File: src/design/ex_defs.svh
/* execute stage widths */

`ifndef EX_DEFS_SVH
`define EX_DEFS_SVH

// ~~~~~~~~~~~~~~~~~~~~~~~~~~~~~~~~~~~~~~~~~~~~~~~~
// datapath sizing
// ~~~~~~~~~~~~~~~~~~~~~~~~~~~~~~~~~~~~~~~~~~~~~~~~

`define XLEN            32  // integer register width.
`define REG_ADDR_BITS   5   // x0 to x31.

`endif
File: src/design/ex_pkg.sv
/* execute stage types */

`include "ex_defs.svh"

package ex_pkg;

    // ~~~~~~~~~~~~~~~~~~~~~~~~~~~~~~~~~~~~~~~~~~~~~~~~
    // alu and forwarding encodings
    // ~~~~~~~~~~~~~~~~~~~~~~~~~~~~~~~~~~~~~~~~~~~~~~~~

    typedef enum logic [3:0] {
        alu_add  = 4'd0,
        alu_sub  = 4'd1,
        alu_and  = 4'd2,
        alu_or   = 4'd3,
        alu_xor  = 4'd4,
        alu_sll  = 4'd5,
        alu_srl  = 4'd6,
        alu_sra  = 4'd7,
        alu_slt  = 4'd8,   // signed.
        alu_sltu = 4'd9    // unsigned.
    } alu_op_e;

    typedef enum logic [1:0] {
        fwd_reg    = 2'd0,
        fwd_ex_mem = 2'd1,
        fwd_mem_wb = 2'd2,
        fwd_alt    = 2'd3  // zero on a, immediate on b.
    } fwd_sel_e;

    // ~~~~~~~~~~~~~~~~~~~~~~~~~~~~~~~~~~~~~~~~~~~~~~~~
    // stage payloads
    // ~~~~~~~~~~~~~~~~~~~~~~~~~~~~~~~~~~~~~~~~~~~~~~~~

    typedef struct packed {
        logic [`REG_ADDR_BITS-1:0] rs1;
        logic [`REG_ADDR_BITS-1:0] rs2;
        logic [`REG_ADDR_BITS-1:0] rd;
        logic [`XLEN-1:0]          rs1_data;
        logic [`XLEN-1:0]          rs2_data;
        logic [`XLEN-1:0]          imm;
        alu_op_e                   alu_op;
        logic                      alu_src;     // b from immediate.
        logic                      use_zero_a;  // a forced to zero.
        logic                      reg_write;
    } id_ex_t;

    // shared by EX/MEM and MEM/WB.
    typedef struct packed {
        logic [`REG_ADDR_BITS-1:0] rd;
        logic                      reg_write;
        logic [`XLEN-1:0]          result;
        logic                      zero;
    } ex_mem_t;

endpackage

File: src/design/alu_if.sv
/* alu operand and result bundle */

`include "ex_defs.svh"

interface alu_if import ex_pkg::*; ();

    logic [`XLEN-1:0] reg_data_a;
    logic [`XLEN-1:0] reg_data_b;
    logic [`XLEN-1:0] imm;

    fwd_sel_e         fwd_a;
    fwd_sel_e         fwd_b;

    logic [`XLEN-1:0] ex_mem_result;   // one instruction older.
    logic [`XLEN-1:0] mem_wb_result;   // two instructions older.

    alu_op_e          alu_op;

    logic [`XLEN-1:0] result;
    logic             zero;

    modport top (
        output reg_data_a, reg_data_b, imm, ex_mem_result, mem_wb_result, alu_op,
        input  result, zero
    );

    modport fwd (
        output fwd_a, fwd_b
    );

    modport ex (
        input  reg_data_a, reg_data_b, imm, fwd_a, fwd_b,
        input  ex_mem_result, mem_wb_result, alu_op,
        output result, zero
    );

endinterface

File: src/design/ex_stage_top.sv
/* execute stage pipeline */

`include "ex_defs.svh"

module ex_stage_top
    import ex_pkg::*;
(
    input  logic                      clk,
    input  logic                      reset,

    input  logic                      issue_valid,
    input  logic [`REG_ADDR_BITS-1:0] issue_rs1,
    input  logic [`REG_ADDR_BITS-1:0] issue_rs2,
    input  logic [`REG_ADDR_BITS-1:0] issue_rd,
    input  logic [`XLEN-1:0]          issue_rs1_data,
    input  logic [`XLEN-1:0]          issue_rs2_data,
    input  logic [`XLEN-1:0]          issue_imm,
    input  alu_op_e                   issue_alu_op,
    input  logic                      issue_alu_src,
    input  logic                      issue_use_zero_a,
    input  logic                      issue_reg_write,

    output logic                      wb_valid,
    output logic [`REG_ADDR_BITS-1:0] wb_rd,
    output logic                      wb_reg_write,
    output logic [`XLEN-1:0]          wb_result,
    output logic                      wb_zero
);

    id_ex_t  id_ex_in;
    id_ex_t  id_ex;
    logic    id_ex_valid;
    ex_mem_t ex_mem_in;
    ex_mem_t ex_mem;
    logic    ex_mem_valid;
    ex_mem_t mem_wb;
    logic    mem_wb_valid;

    alu_if   alu_bus ();

    // ~~~~~~~~~~~~~~~~~~~~~~~~~~~~~~~~~~~~~~~~~~~~~~~~
    // ID/EX
    // ~~~~~~~~~~~~~~~~~~~~~~~~~~~~~~~~~~~~~~~~~~~~~~~~

    assign id_ex_in = '{
        rs1:        issue_rs1,
        rs2:        issue_rs2,
        rd:         issue_rd,
        rs1_data:   issue_rs1_data,
        rs2_data:   issue_rs2_data,
        imm:        issue_imm,
        alu_op:     issue_alu_op,
        alu_src:    issue_alu_src,
        use_zero_a: issue_use_zero_a,
        reg_write:  issue_reg_write
    };

    pipeline_register #(.payload_t(id_ex_t)) i_id_ex (
        .clk       (clk),
        .reset     (reset),
        .in_valid  (issue_valid),
        .in_data   (id_ex_in),
        .out_valid (id_ex_valid),
        .out_data  (id_ex)
    );

    // ~~~~~~~~~~~~~~~~~~~~~~~~~~~~~~~~~~~~~~~~~~~~~~~~
    // execute
    // ~~~~~~~~~~~~~~~~~~~~~~~~~~~~~~~~~~~~~~~~~~~~~~~~

    assign alu_bus.reg_data_a    = id_ex.rs1_data;
    assign alu_bus.reg_data_b    = id_ex.rs2_data;
    assign alu_bus.imm           = id_ex.imm;
    assign alu_bus.alu_op        = id_ex.alu_op;
    assign alu_bus.ex_mem_result = ex_mem.result;   // forwarding sources.
    assign alu_bus.mem_wb_result = mem_wb.result;

    forwarding_unit i_forwarding_unit (
        .id_ex        (id_ex),
        .ex_mem_valid (ex_mem_valid),
        .ex_mem       (ex_mem),
        .mem_wb_valid (mem_wb_valid),
        .mem_wb       (mem_wb),
        .fwd_bus      (alu_bus)
    );

    alu_encapsulator i_alu_encapsulator (
        .alu_bus (alu_bus)
    );

    // ~~~~~~~~~~~~~~~~~~~~~~~~~~~~~~~~~~~~~~~~~~~~~~~~
    // EX/MEM and MEM/WB
    // ~~~~~~~~~~~~~~~~~~~~~~~~~~~~~~~~~~~~~~~~~~~~~~~~

    assign ex_mem_in = '{
        rd:        id_ex.rd,
        reg_write: id_ex_valid && id_ex.reg_write,  // bubbles never write.
        result:    alu_bus.result,
        zero:      alu_bus.zero
    };

    pipeline_register #(.payload_t(ex_mem_t)) i_ex_mem (
        .clk       (clk),
        .reset     (reset),
        .in_valid  (id_ex_valid),
        .in_data   (ex_mem_in),
        .out_valid (ex_mem_valid),
        .out_data  (ex_mem)
    );

    pipeline_register #(.payload_t(ex_mem_t)) i_mem_wb (
        .clk       (clk),
        .reset     (reset),
        .in_valid  (ex_mem_valid),
        .in_data   (ex_mem),
        .out_valid (mem_wb_valid),
        .out_data  (mem_wb)
    );

    assign wb_valid     = mem_wb_valid;
    assign wb_rd        = mem_wb.rd;
    assign wb_reg_write = mem_wb_valid && mem_wb.reg_write;
    assign wb_result    = mem_wb.result;
    assign wb_zero      = mem_wb.zero;

endmodule

File: src/design/pipeline_register.sv
/* pipeline stage register */

module pipeline_register #(
    parameter type payload_t = logic
) (
    input  logic     clk,
    input  logic     reset,
    input  logic     in_valid,
    input  payload_t in_data,
    output logic     out_valid,
    output payload_t out_data
);

    // control bit.
    always_ff @(posedge clk) begin
        if (reset) begin
            out_valid <= 1'b0;
        end else begin
            out_valid <= in_valid;
        end
    end

    // payload loads every cycle, qualified by out_valid.
    always_ff @(posedge clk) begin
        out_data <= in_data;
    end

endmodule

File: src/design/forwarding_unit.sv
/* operand forwarding control */

`include "ex_defs.svh"

module forwarding_unit
    import ex_pkg::*;
(
    input  id_ex_t    id_ex,
    input  logic      ex_mem_valid,
    input  ex_mem_t   ex_mem,
    input  logic      mem_wb_valid,
    input  ex_mem_t   mem_wb,
    alu_if.fwd        fwd_bus
);

    // stage holds a pending write to rs.
    function automatic logic writes_reg(
        input logic                      valid,
        input ex_mem_t                   stage,
        input logic [`REG_ADDR_BITS-1:0] rs
    );
        return valid && stage.reg_write && (stage.rd != '0) && (stage.rd == rs);
    endfunction

    function automatic fwd_sel_e pick_source(
        input logic                      use_alt,
        input logic [`REG_ADDR_BITS-1:0] rs,
        input logic                      ex_mem_hit_valid,
        input ex_mem_t                   ex_mem_stage,
        input logic                      mem_wb_hit_valid,
        input ex_mem_t                   mem_wb_stage
    );
        fwd_sel_e sel;
        if (use_alt)
            sel = fwd_alt;
        else if (writes_reg(ex_mem_hit_valid, ex_mem_stage, rs))
            sel = fwd_ex_mem;  // newest result wins.
        else if (writes_reg(mem_wb_hit_valid, mem_wb_stage, rs))
            sel = fwd_mem_wb;
        else
            sel = fwd_reg;
        return sel;
    endfunction

    always_comb begin
        fwd_bus.fwd_a = pick_source(id_ex.use_zero_a, id_ex.rs1,
                                    ex_mem_valid, ex_mem, mem_wb_valid, mem_wb);
        fwd_bus.fwd_b = pick_source(id_ex.alu_src, id_ex.rs2,
                                    ex_mem_valid, ex_mem, mem_wb_valid, mem_wb);
    end

endmodule

File: src/design/alu_encapsulator.sv
/* alu with operand selection */

`include "ex_defs.svh"

module alu_encapsulator
    import ex_pkg::*;
(
    alu_if.ex alu_bus
);

    logic [`XLEN-1:0] operand_a;
    logic [`XLEN-1:0] operand_b;

    // ~~~~~~~~~~~~~~~~~~~~~~~~~~~~~~~~~~~~~~~~~~~~~~~~
    // operand muxes
    // ~~~~~~~~~~~~~~~~~~~~~~~~~~~~~~~~~~~~~~~~~~~~~~~~

    always_comb begin
        case (alu_bus.fwd_a)
            fwd_reg:    operand_a = alu_bus.reg_data_a;
            fwd_ex_mem: operand_a = alu_bus.ex_mem_result;
            fwd_mem_wb: operand_a = alu_bus.mem_wb_result;
            default:    operand_a = '0;  // use_zero_a path.
        endcase
    end

    always_comb begin
        case (alu_bus.fwd_b)
            fwd_reg:    operand_b = alu_bus.reg_data_b;
            fwd_ex_mem: operand_b = alu_bus.ex_mem_result;
            fwd_mem_wb: operand_b = alu_bus.mem_wb_result;
            default:    operand_b = alu_bus.imm;
        endcase
    end

    alu i_alu (
        .operand_a (operand_a),
        .operand_b (operand_b),
        .operation (alu_bus.alu_op),
        .result    (alu_bus.result),
        .zero      (alu_bus.zero)
    );

endmodule

File: src/design/alu.sv
/* integer alu */

`include "ex_defs.svh"

module alu
    import ex_pkg::*;
(
    input  logic [`XLEN-1:0] operand_a,
    input  logic [`XLEN-1:0] operand_b,
    input  alu_op_e          operation,
    output logic [`XLEN-1:0] result,
    output logic             zero
);

    logic [4:0] shamt;

    assign shamt = operand_b[4:0];  // rv32 shift amount.

    always_comb begin
        case (operation)
            alu_add:  result = operand_a + operand_b;
            alu_sub:  result = operand_a - operand_b;
            alu_and:  result = operand_a & operand_b;
            alu_or:   result = operand_a | operand_b;
            alu_xor:  result = operand_a ^ operand_b;
            alu_sll:  result = operand_a << shamt;
            alu_srl:  result = operand_a >> shamt;
            alu_sra:  result = $signed(operand_a) >>> shamt;
            alu_slt: begin
                result = '0;
                result[0] = $signed(operand_a) < $signed(operand_b);
            end
            alu_sltu: begin
                result = '0;
                result[0] = operand_a < operand_b;
            end
            default:  result = '0;  // unused codes.
        endcase
    end

    assign zero = (result == '0);

endmodule

File: config.mk
export PLATFORM = sky130hd
export DESIGN_NAME = ex_stage_top
export DESIGN_NICKNAME = d
export VERILOG_FILES = /design/src/design/ex_pkg.sv /design/src/design/alu_if.sv /design/src/design/ex_stage_top.sv /design/src/design/pipeline_register.sv /design/src/design/forwarding_unit.sv /design/src/design/alu_encapsulator.sv /design/src/design/alu.sv
export VERILOG_INCLUDE_DIRS = /design/src /design/src/design
export SDC_FILE = /design/constraint.sdc
export NUM_CORES = 1
export LEC_CHECK = 0
export ABC_AREA = 1
export BUFFER_PORTS_ARGS = -buffer_cell sky130_fd_sc_hd__buf_4
export CAP_MARGIN = 20
export CORE_MARGIN = 4
export CORE_UTILIZATION = 40
export CTS_CLUSTER_SIZE = 28
export DETAILED_ROUTE_END_ITERATION = 7
export GPL_TIMING_DRIVEN = 1
export PLACE_DENSITY = 0.7
export SLEW_MARGIN = 20
export SYNTH_ARGS = -nofsm -noshare
export SYNTH_HDL_FRONTEND = slang
export SYNTH_SLANG_ARGS = --single-unit
File: constraint.sdc
create_clock -name clk -period 3.8 [get_ports clk]
set_input_delay 0.76 -clock clk [delete_from_list [all_inputs] [get_ports clk]]
set_output_delay 0.76 -clock clk [all_outputs]
set_load 0.03 [all_outputs]
==> flow_summary.ini, run 1 <==
[sta]
finClkSkew_ns = 0.0233
period_share_pct = 121
drv_slew = 0
max_slew_margin_pct = 42.1
finalSetupViolations = 30
fin_ws_ns = -0.816
fin_crit_ns = 4.62
max_freq_mhz = 217
rsz0062_at_grt = true
hold_violations = 0
tightestPinTransition_ns = 0.865

[worst_setup_path]
slowest_delay_ns = 0.40
critPathSlowestCell = dfxtp_2
cp_max_fo = 7
critical_path.most_common_cell = nand2_1
worstPathArrival_ns = 5.01
end_kind = register
start_kind = register
crit_type = register to register
worstPathRequired_ns = 4.20

[synthesis]
post_synth_main_area_contributors = dfxtp_1 (25%), nand2_1 (16%), nand3_1 (13%), ha_1 (7.8%), inv_1 (5.9%)
async_reset_ff_share_pct = 0
synth-edff-count = 0
yosys.area.top_type = dfxtp_1
synth_fp_nets = 2740
synth_warnings = 0
syn_inst = 2519
ys_types = 55
ys_seq_area_share_pct = 25.5
syn-cell-area_um2 = 15600
synth_common_cells = nand2_1 (660), nand3_1 (419), inv_1 (246)
yosys_most_used_dff = dfxtp_1
synth_area_per_cell_um2 = 6.21
synth.ff_latch_count = 199
synthMostInstantiatedCell = nand2_1
yosys.area.top_type_share_pct = 25.5

[route]
wl_met1_um = 35600
ant_nets = 0
wl_per_cell_um = 24.7
vias_per_cell = 5.74
dr.pass1.iters = 8
highest_layer = met5
wl_um = 91100
wl_met2_um = 40000
drc_errors = 2
route.met3.wl_um = 9260
drtIter0Drc = 2551
vias = 21209

[floorplanning]
row_count = 72
start_util_pct = 40.5
dieArea_um2 = 42300
core_area_um2 = 38600
die_w_um = 206
die_h_um = 206
io_pins = 161

[global_routing]
grt_pass1_vias = 20268
grt_max_degree = 70
gr-total-overflow = 0
antenna_found_initial = 4
grt_util_all_layers_pct = 40.9
grt_pass1_wl_um = 128000

[cells_and_area]
fin_util_pct = 63.0
layout-drive-gt1-share_pct = 39.0
seq_area_um2 = 4030
multi_input_area_um2 = 11700
fin_cells = 3693
final_nets = 3381
fill_cells = 3454
area_growth_syn_to_layout_pct = 55.7

[clock_tree]
cts_sinks = 199
clk_latency_ns = 0.47
ctsHoldBuffers = 0
htreeDepth = 4
root_buffer = clkbuf_16
cts_buffers = 17
cts_tree = yes
clk_pin_slew_worst_paths_ns = 0.08
clock_path_buffers = 2

[placed_design]
placed_cells = 3552
routabilityCongestion = 1.04
dp_hpwl_um = 67900
io_buffers = 160

[status]
status = finished, violations left
violations = design-rule violations, negative setup slack

[worst_hold_path]
worstHoldPathType = register to register

[pwr]
leakage_nw = 12.3
peakVddDrop_mv = 0.316
powerDensity_nw_per_um2 = 340

[job]
cap_violations = 0
[sequential cells by signal, indices dropped and copies added (netlist names)]
name and flops:
i_ex_mem.out_valid 1, i_mem_wb.out_valid 1, i_mem_wb.out_data 39, i_id_ex.out_valid 1
i_ex_mem.out_data 39, i_id_ex.out_data 118
[final timing paths]
| check | start | to | slack [ns] | depth (start not counted) |
|---|---|---|---|---|
| setup / recovery | i_mem_wb.out_data[34] | i_ex_mem.out_data[0] | -0.82 | 31 |
| hold / removal | i_id_ex.out_data[107] | i_ex_mem.out_data[38] | 0.33 | 0 |
| setup reg to reg | i_mem_wb.out_data[34] | i_ex_mem.out_data[0] | -0.82 | 31 |
| hold reg to reg | i_id_ex.out_data[107] | i_ex_mem.out_data[38] | 0.33 | 0 |
[per-stage QoR]
step           setup TNS, ns  total power, W  instance area [um2]  setup slack (ns)  hold slack [ns]
2_1_floorplan              0         0.00403                15800            0.0138            0.310
3_3_place_gp          -17.88         0.00559                20700             -1.27            0.316
3_5_place_dp          -19.09         0.00560                20700             -1.26            0.318
4_1_cts                -6.88         0.00796                23500            -0.685            0.332
5_1_grt               -14.36         0.00858                24400            -0.926            0.343
6_report              -10.53         0.00827                24400            -0.816            0.330
[worst max-delay path: cells and delay by family, from the launching register on]
kind	cells	cell delay (ns)
AND/OR/NAND/NOR	24	2.82
buffers and inverters	3	0.60
flip-flops	1	0.40
AO/OA/AOI/OAI	2	0.37
adder cells (fa/ha/maj)	1	0.26
XOR/XNOR	1	0.10
[per-layer routing]
layer | vias up | global-route usage, %
met5 | - | 0
met4 | 2 | 21.5
met1 | 9982 | 52.0
met2 | 1316 | 65.1
met3 | 334 | 8.62
li1 | 9575 | -
[cell type report]
cell class | instances | area share (%)
clock buffers | 17 | 1.75
diodes | 2 | 0.0205
flip-flops and latches | 199 | 16.5
well taps | 518 | 2.66
clock inverters | 15 | 0.873
inverters | 257 | 4.15
repair buffers | 774 | 26.0
multi-input cells | 1911 | 48.0
[layout by cell type (no fill, tap or decap), drive strengths merged, types with 9 or more instances in the layout]
master | synthesis | final
or2 | 9 | 9
nand4 | 49 | 49
a21o | 10 | 10
o22ai | 15 | 15
clkinv | 2 | 9
nand2 | 664 | 664
dfxtp | 199 | 199
o21ai | 146 | 146
clkbuf | 60 | 19
buf | 94 | 772
nor3 | 16 | 16
xor2 | 12 | 12
a221oi | 14 | 14
nand3 | 431 | 431
inv | 255 | 261
a21oi | 124 | 124
nor2 | 230 | 230
ha | 98 | 98
o21bai | 12 | 12
o21a | 30 | 30
[cell families after synthesis]
logic type	share of synthesized area [%]
buf+inv	11.8
xor+xnor	0.952
compound gates	14.2
simple gates	39.5
flops	25.5
fa+ha+maj	8.10
[repair_timing]
action | in CTS | in global routing
setup endpoints to repair | 31 | 33
endpoints found under the hold margin | 0 | 0
pin swaps | 124 | 125
gates resized for setup | 429 | 165
cloned | 4 | 2
setup buffers | 70 | 46
[power breakdown]
part           internal, W  leakage [nW]  switching [W]
clock network     0.000967         0.308       0.000985
logic              0.00163          10.3        0.00230
registers          0.00226          1.67       0.000139
total              0.00485          12.3        0.00342
(Power assumes the default switching activity.)
==> run 2, diff against run 1 <==
--- a/config.mk
+++ b/config.mk
@@ -14,7 +14,7 @@
 export CTS_CLUSTER_SIZE = 28
 export DETAILED_ROUTE_END_ITERATION = 7
 export GPL_TIMING_DRIVEN = 1
-export PLACE_DENSITY = 0.7
+export MAX_ROUTING_LAYER = met4
 export SLEW_MARGIN = 20
 export SYNTH_ARGS = -nofsm -noshare
 export SYNTH_HDL_FRONTEND = slang
==> flow_summary.ini, run 2 (synthesis gave the netlist of run 1 again) <==
[status]
status = finished, violations left
violations = negative setup slack

[route]
wl_um = 89500
ant_nets = 0
drtIter0Drc = 2344
vias = 21216
wl_per_cell_um = 24.1
drc_errors = 0
dr.pass1.iters = 6
vias_per_cell = 5.72

[sta]
fin_ws_ns = -0.652
max_slew_margin_pct = 47.8
tightestPinTransition_ns = 0.774
period_share_pct = 117
drv_slew = 0
finalSetupViolations = 30
rsz0062_at_grt = true
hold_violations = 0
fin_crit_ns = 4.45
finClkSkew_ns = 0.0272
max_freq_mhz = 225

[worst_setup_path]
worst-path-buf-inv = 7
cp_num_cells = 35
endpoint = i_ex_mem.out_data[0]
crit_type = register to register
critPathSlowestCell = dfxtp_4
worstPathRequired_ns = 4.24
slowest_delay_ns = 0.38
end_kind = register
r2r-end = i_ex_mem.out_data[0]
reg2reg_depth = 35
crit_family = simple AND/OR/NAND/NOR gates
critical_path.most_common_cell = nand2_1
cp_max_fo = 4
critPathLaunch = i_mem_wb.out_data[38]
worstPathArrival_ns = 4.89
start_kind = register
timing.rr.start = i_mem_wb.out_data[38]
rrSetupSlack_ns = -0.65

[pwr]
powerDensity_nw_per_um2 = 332
power.internal_w = 0.00490
peakVddDrop_mv = 0.485
switchingPower_w = 0.00355
p_seq_share_pct = 28.4
swShare_pct = 42.0
leakage_nw = 12.7
combPwrFrac_pct = 49.4
p_clk_share_pct = 22.2

[placed_design]
dp_slack_ns = -1.41
routabilityCongestion = 1.08
io_buffers = 160
dp_hpwl_um = 66200
placed_cells = 3558

[global_routing]
antenna_found_initial = 1
grt_pass1_vias = 21126
gr-total-overflow = 0
grt_max_degree = 70
grt_pass1_wl_um = 129000
grt_util_all_layers_pct = 41.9

[floorplanning]
die_w_um = 206
dieArea_um2 = 42300
row_count = 72
start_util_pct = 40.5
core_area_um2 = 38600
die_h_um = 206
io_pins = 161

[cells_and_area]
multi_input_area_um2 = 12500
mostFrequentLayoutCells = buf_4 (677), nand2_1 (574), nand3_1 (357), inv_1 (184), dfxtp_1 (183)
fin_cells = 3710
final_nets = 3399
reg_top3 = i_id_ex.out_data (118), i_ex_mem.out_data (39), i_mem_wb.out_data (39)
final_common_cell = buf_4
fill_cells = 3250
seq_area_um2 = 4020
largest_reg_flops = 118
area_growth_syn_to_layout_pct = 62.7
layout-drive-gt1-share_pct = 42.6
max_flop_register = i_id_ex.out_data

[clock_tree]
root_buffer = clkbuf_16
clk_pin_slew_worst_paths_ns = 0.09
clock_path_buffers = 2
cts_buffers = 17
cts_sinks = 199
cts_tree = yes
htreeDepth = 4
clk_latency_ns = 0.49

[worst_hold_path]
worstHoldPathType = register to register

[job]
cap_violations = 0
[run 2: final cells by class]
cell class                 instances  area share, %
inverter                         257           3.96
multi-input combinational       1909           49.0
tap                              518           2.55
timing repair buffer             794           26.4
sequential                       199           15.8
antenna                            1        0.00983
clock buffer                      17           1.67
clock inverter                    15          0.615
[run 2: worst min path at each step]
| stage | end | depth (start not counted) | from | slack [ns] |
|---|---|---|---|---|
| floorplan | i_ex_mem.out_data[36] | 0 | i_id_ex.out_data[105] | 0.31 |
| global placement | i_ex_mem.out_data[36] | 0 | i_id_ex.out_data[105] | 0.31 |
| detailed placement | i_ex_mem.out_data[38] | 0 | i_id_ex.out_data[107] | 0.31 |
| CTS | i_ex_mem.out_data[38] | 0 | i_id_ex.out_data[107] | 0.32 |
| global route | i_ex_mem.out_data[38] | 0 | i_id_ex.out_data[107] | 0.32 |
| finish | i_ex_mem.out_data[38] | 0 | i_id_ex.out_data[107] | 0.32 |
[run 2: per-stage QoR]
| stage | utilization [%] | setup TNS [ns] | hold WS [ns] | cell area, um2 | power [W] |
|---|---|---|---|---|---|
| detailed placement | 53.7 | -20.19 | 0.313 | 20700 | 0.00561 |
| finish | 65.8 | -8.65 | 0.320 | 25400 | 0.00845 |
| floorplan | - | 0 | 0.310 | 15800 | 0.00403 |
| global route | 65.8 | -13.04 | 0.321 | 25400 | 0.00877 |
| CTS | 63.2 | -4.63 | 0.318 | 24400 | 0.00808 |
| global placement | 53.7 | -16.47 | 0.314 | 20700 | 0.00560 |
[run 2: layer usage]
metal	vias up	GRT usage, %	share of wire, %
met5	-	-	0
met4	0	25.8	7.8
met3	332	7.44	9.3
met2	1237	65.0	44
met1	10033	50.7	38
li1	9614	-	-
[run 2: power by group through the flow]
stage / registers [W] / clock network, W / logic [W]
floorplan: 0.00238 / 0 / 0.00165
global placement: 0.00243 / 0 / 0.00317
detailed placement: 0.00243 / 0 / 0.00318
CTS: 0.00239 / 0.00190 / 0.00380
global route: 0.00241 / 0.00197 / 0.00439
finish: 0.00240 / 0.00188 / 0.00418
[run 2: timing repair]
| item | 4_1_cts | 5_1_grt |
|---|---|---|
| buffers inserted | 105 | 24 |
| hold buffers | 0 | 0 |
| resized for setup | 595 | 212 |
| setup endpoints to repair | 32 | 33 |
| pin swaps | 176 | 106 |
| cloned | 6 | 0 |
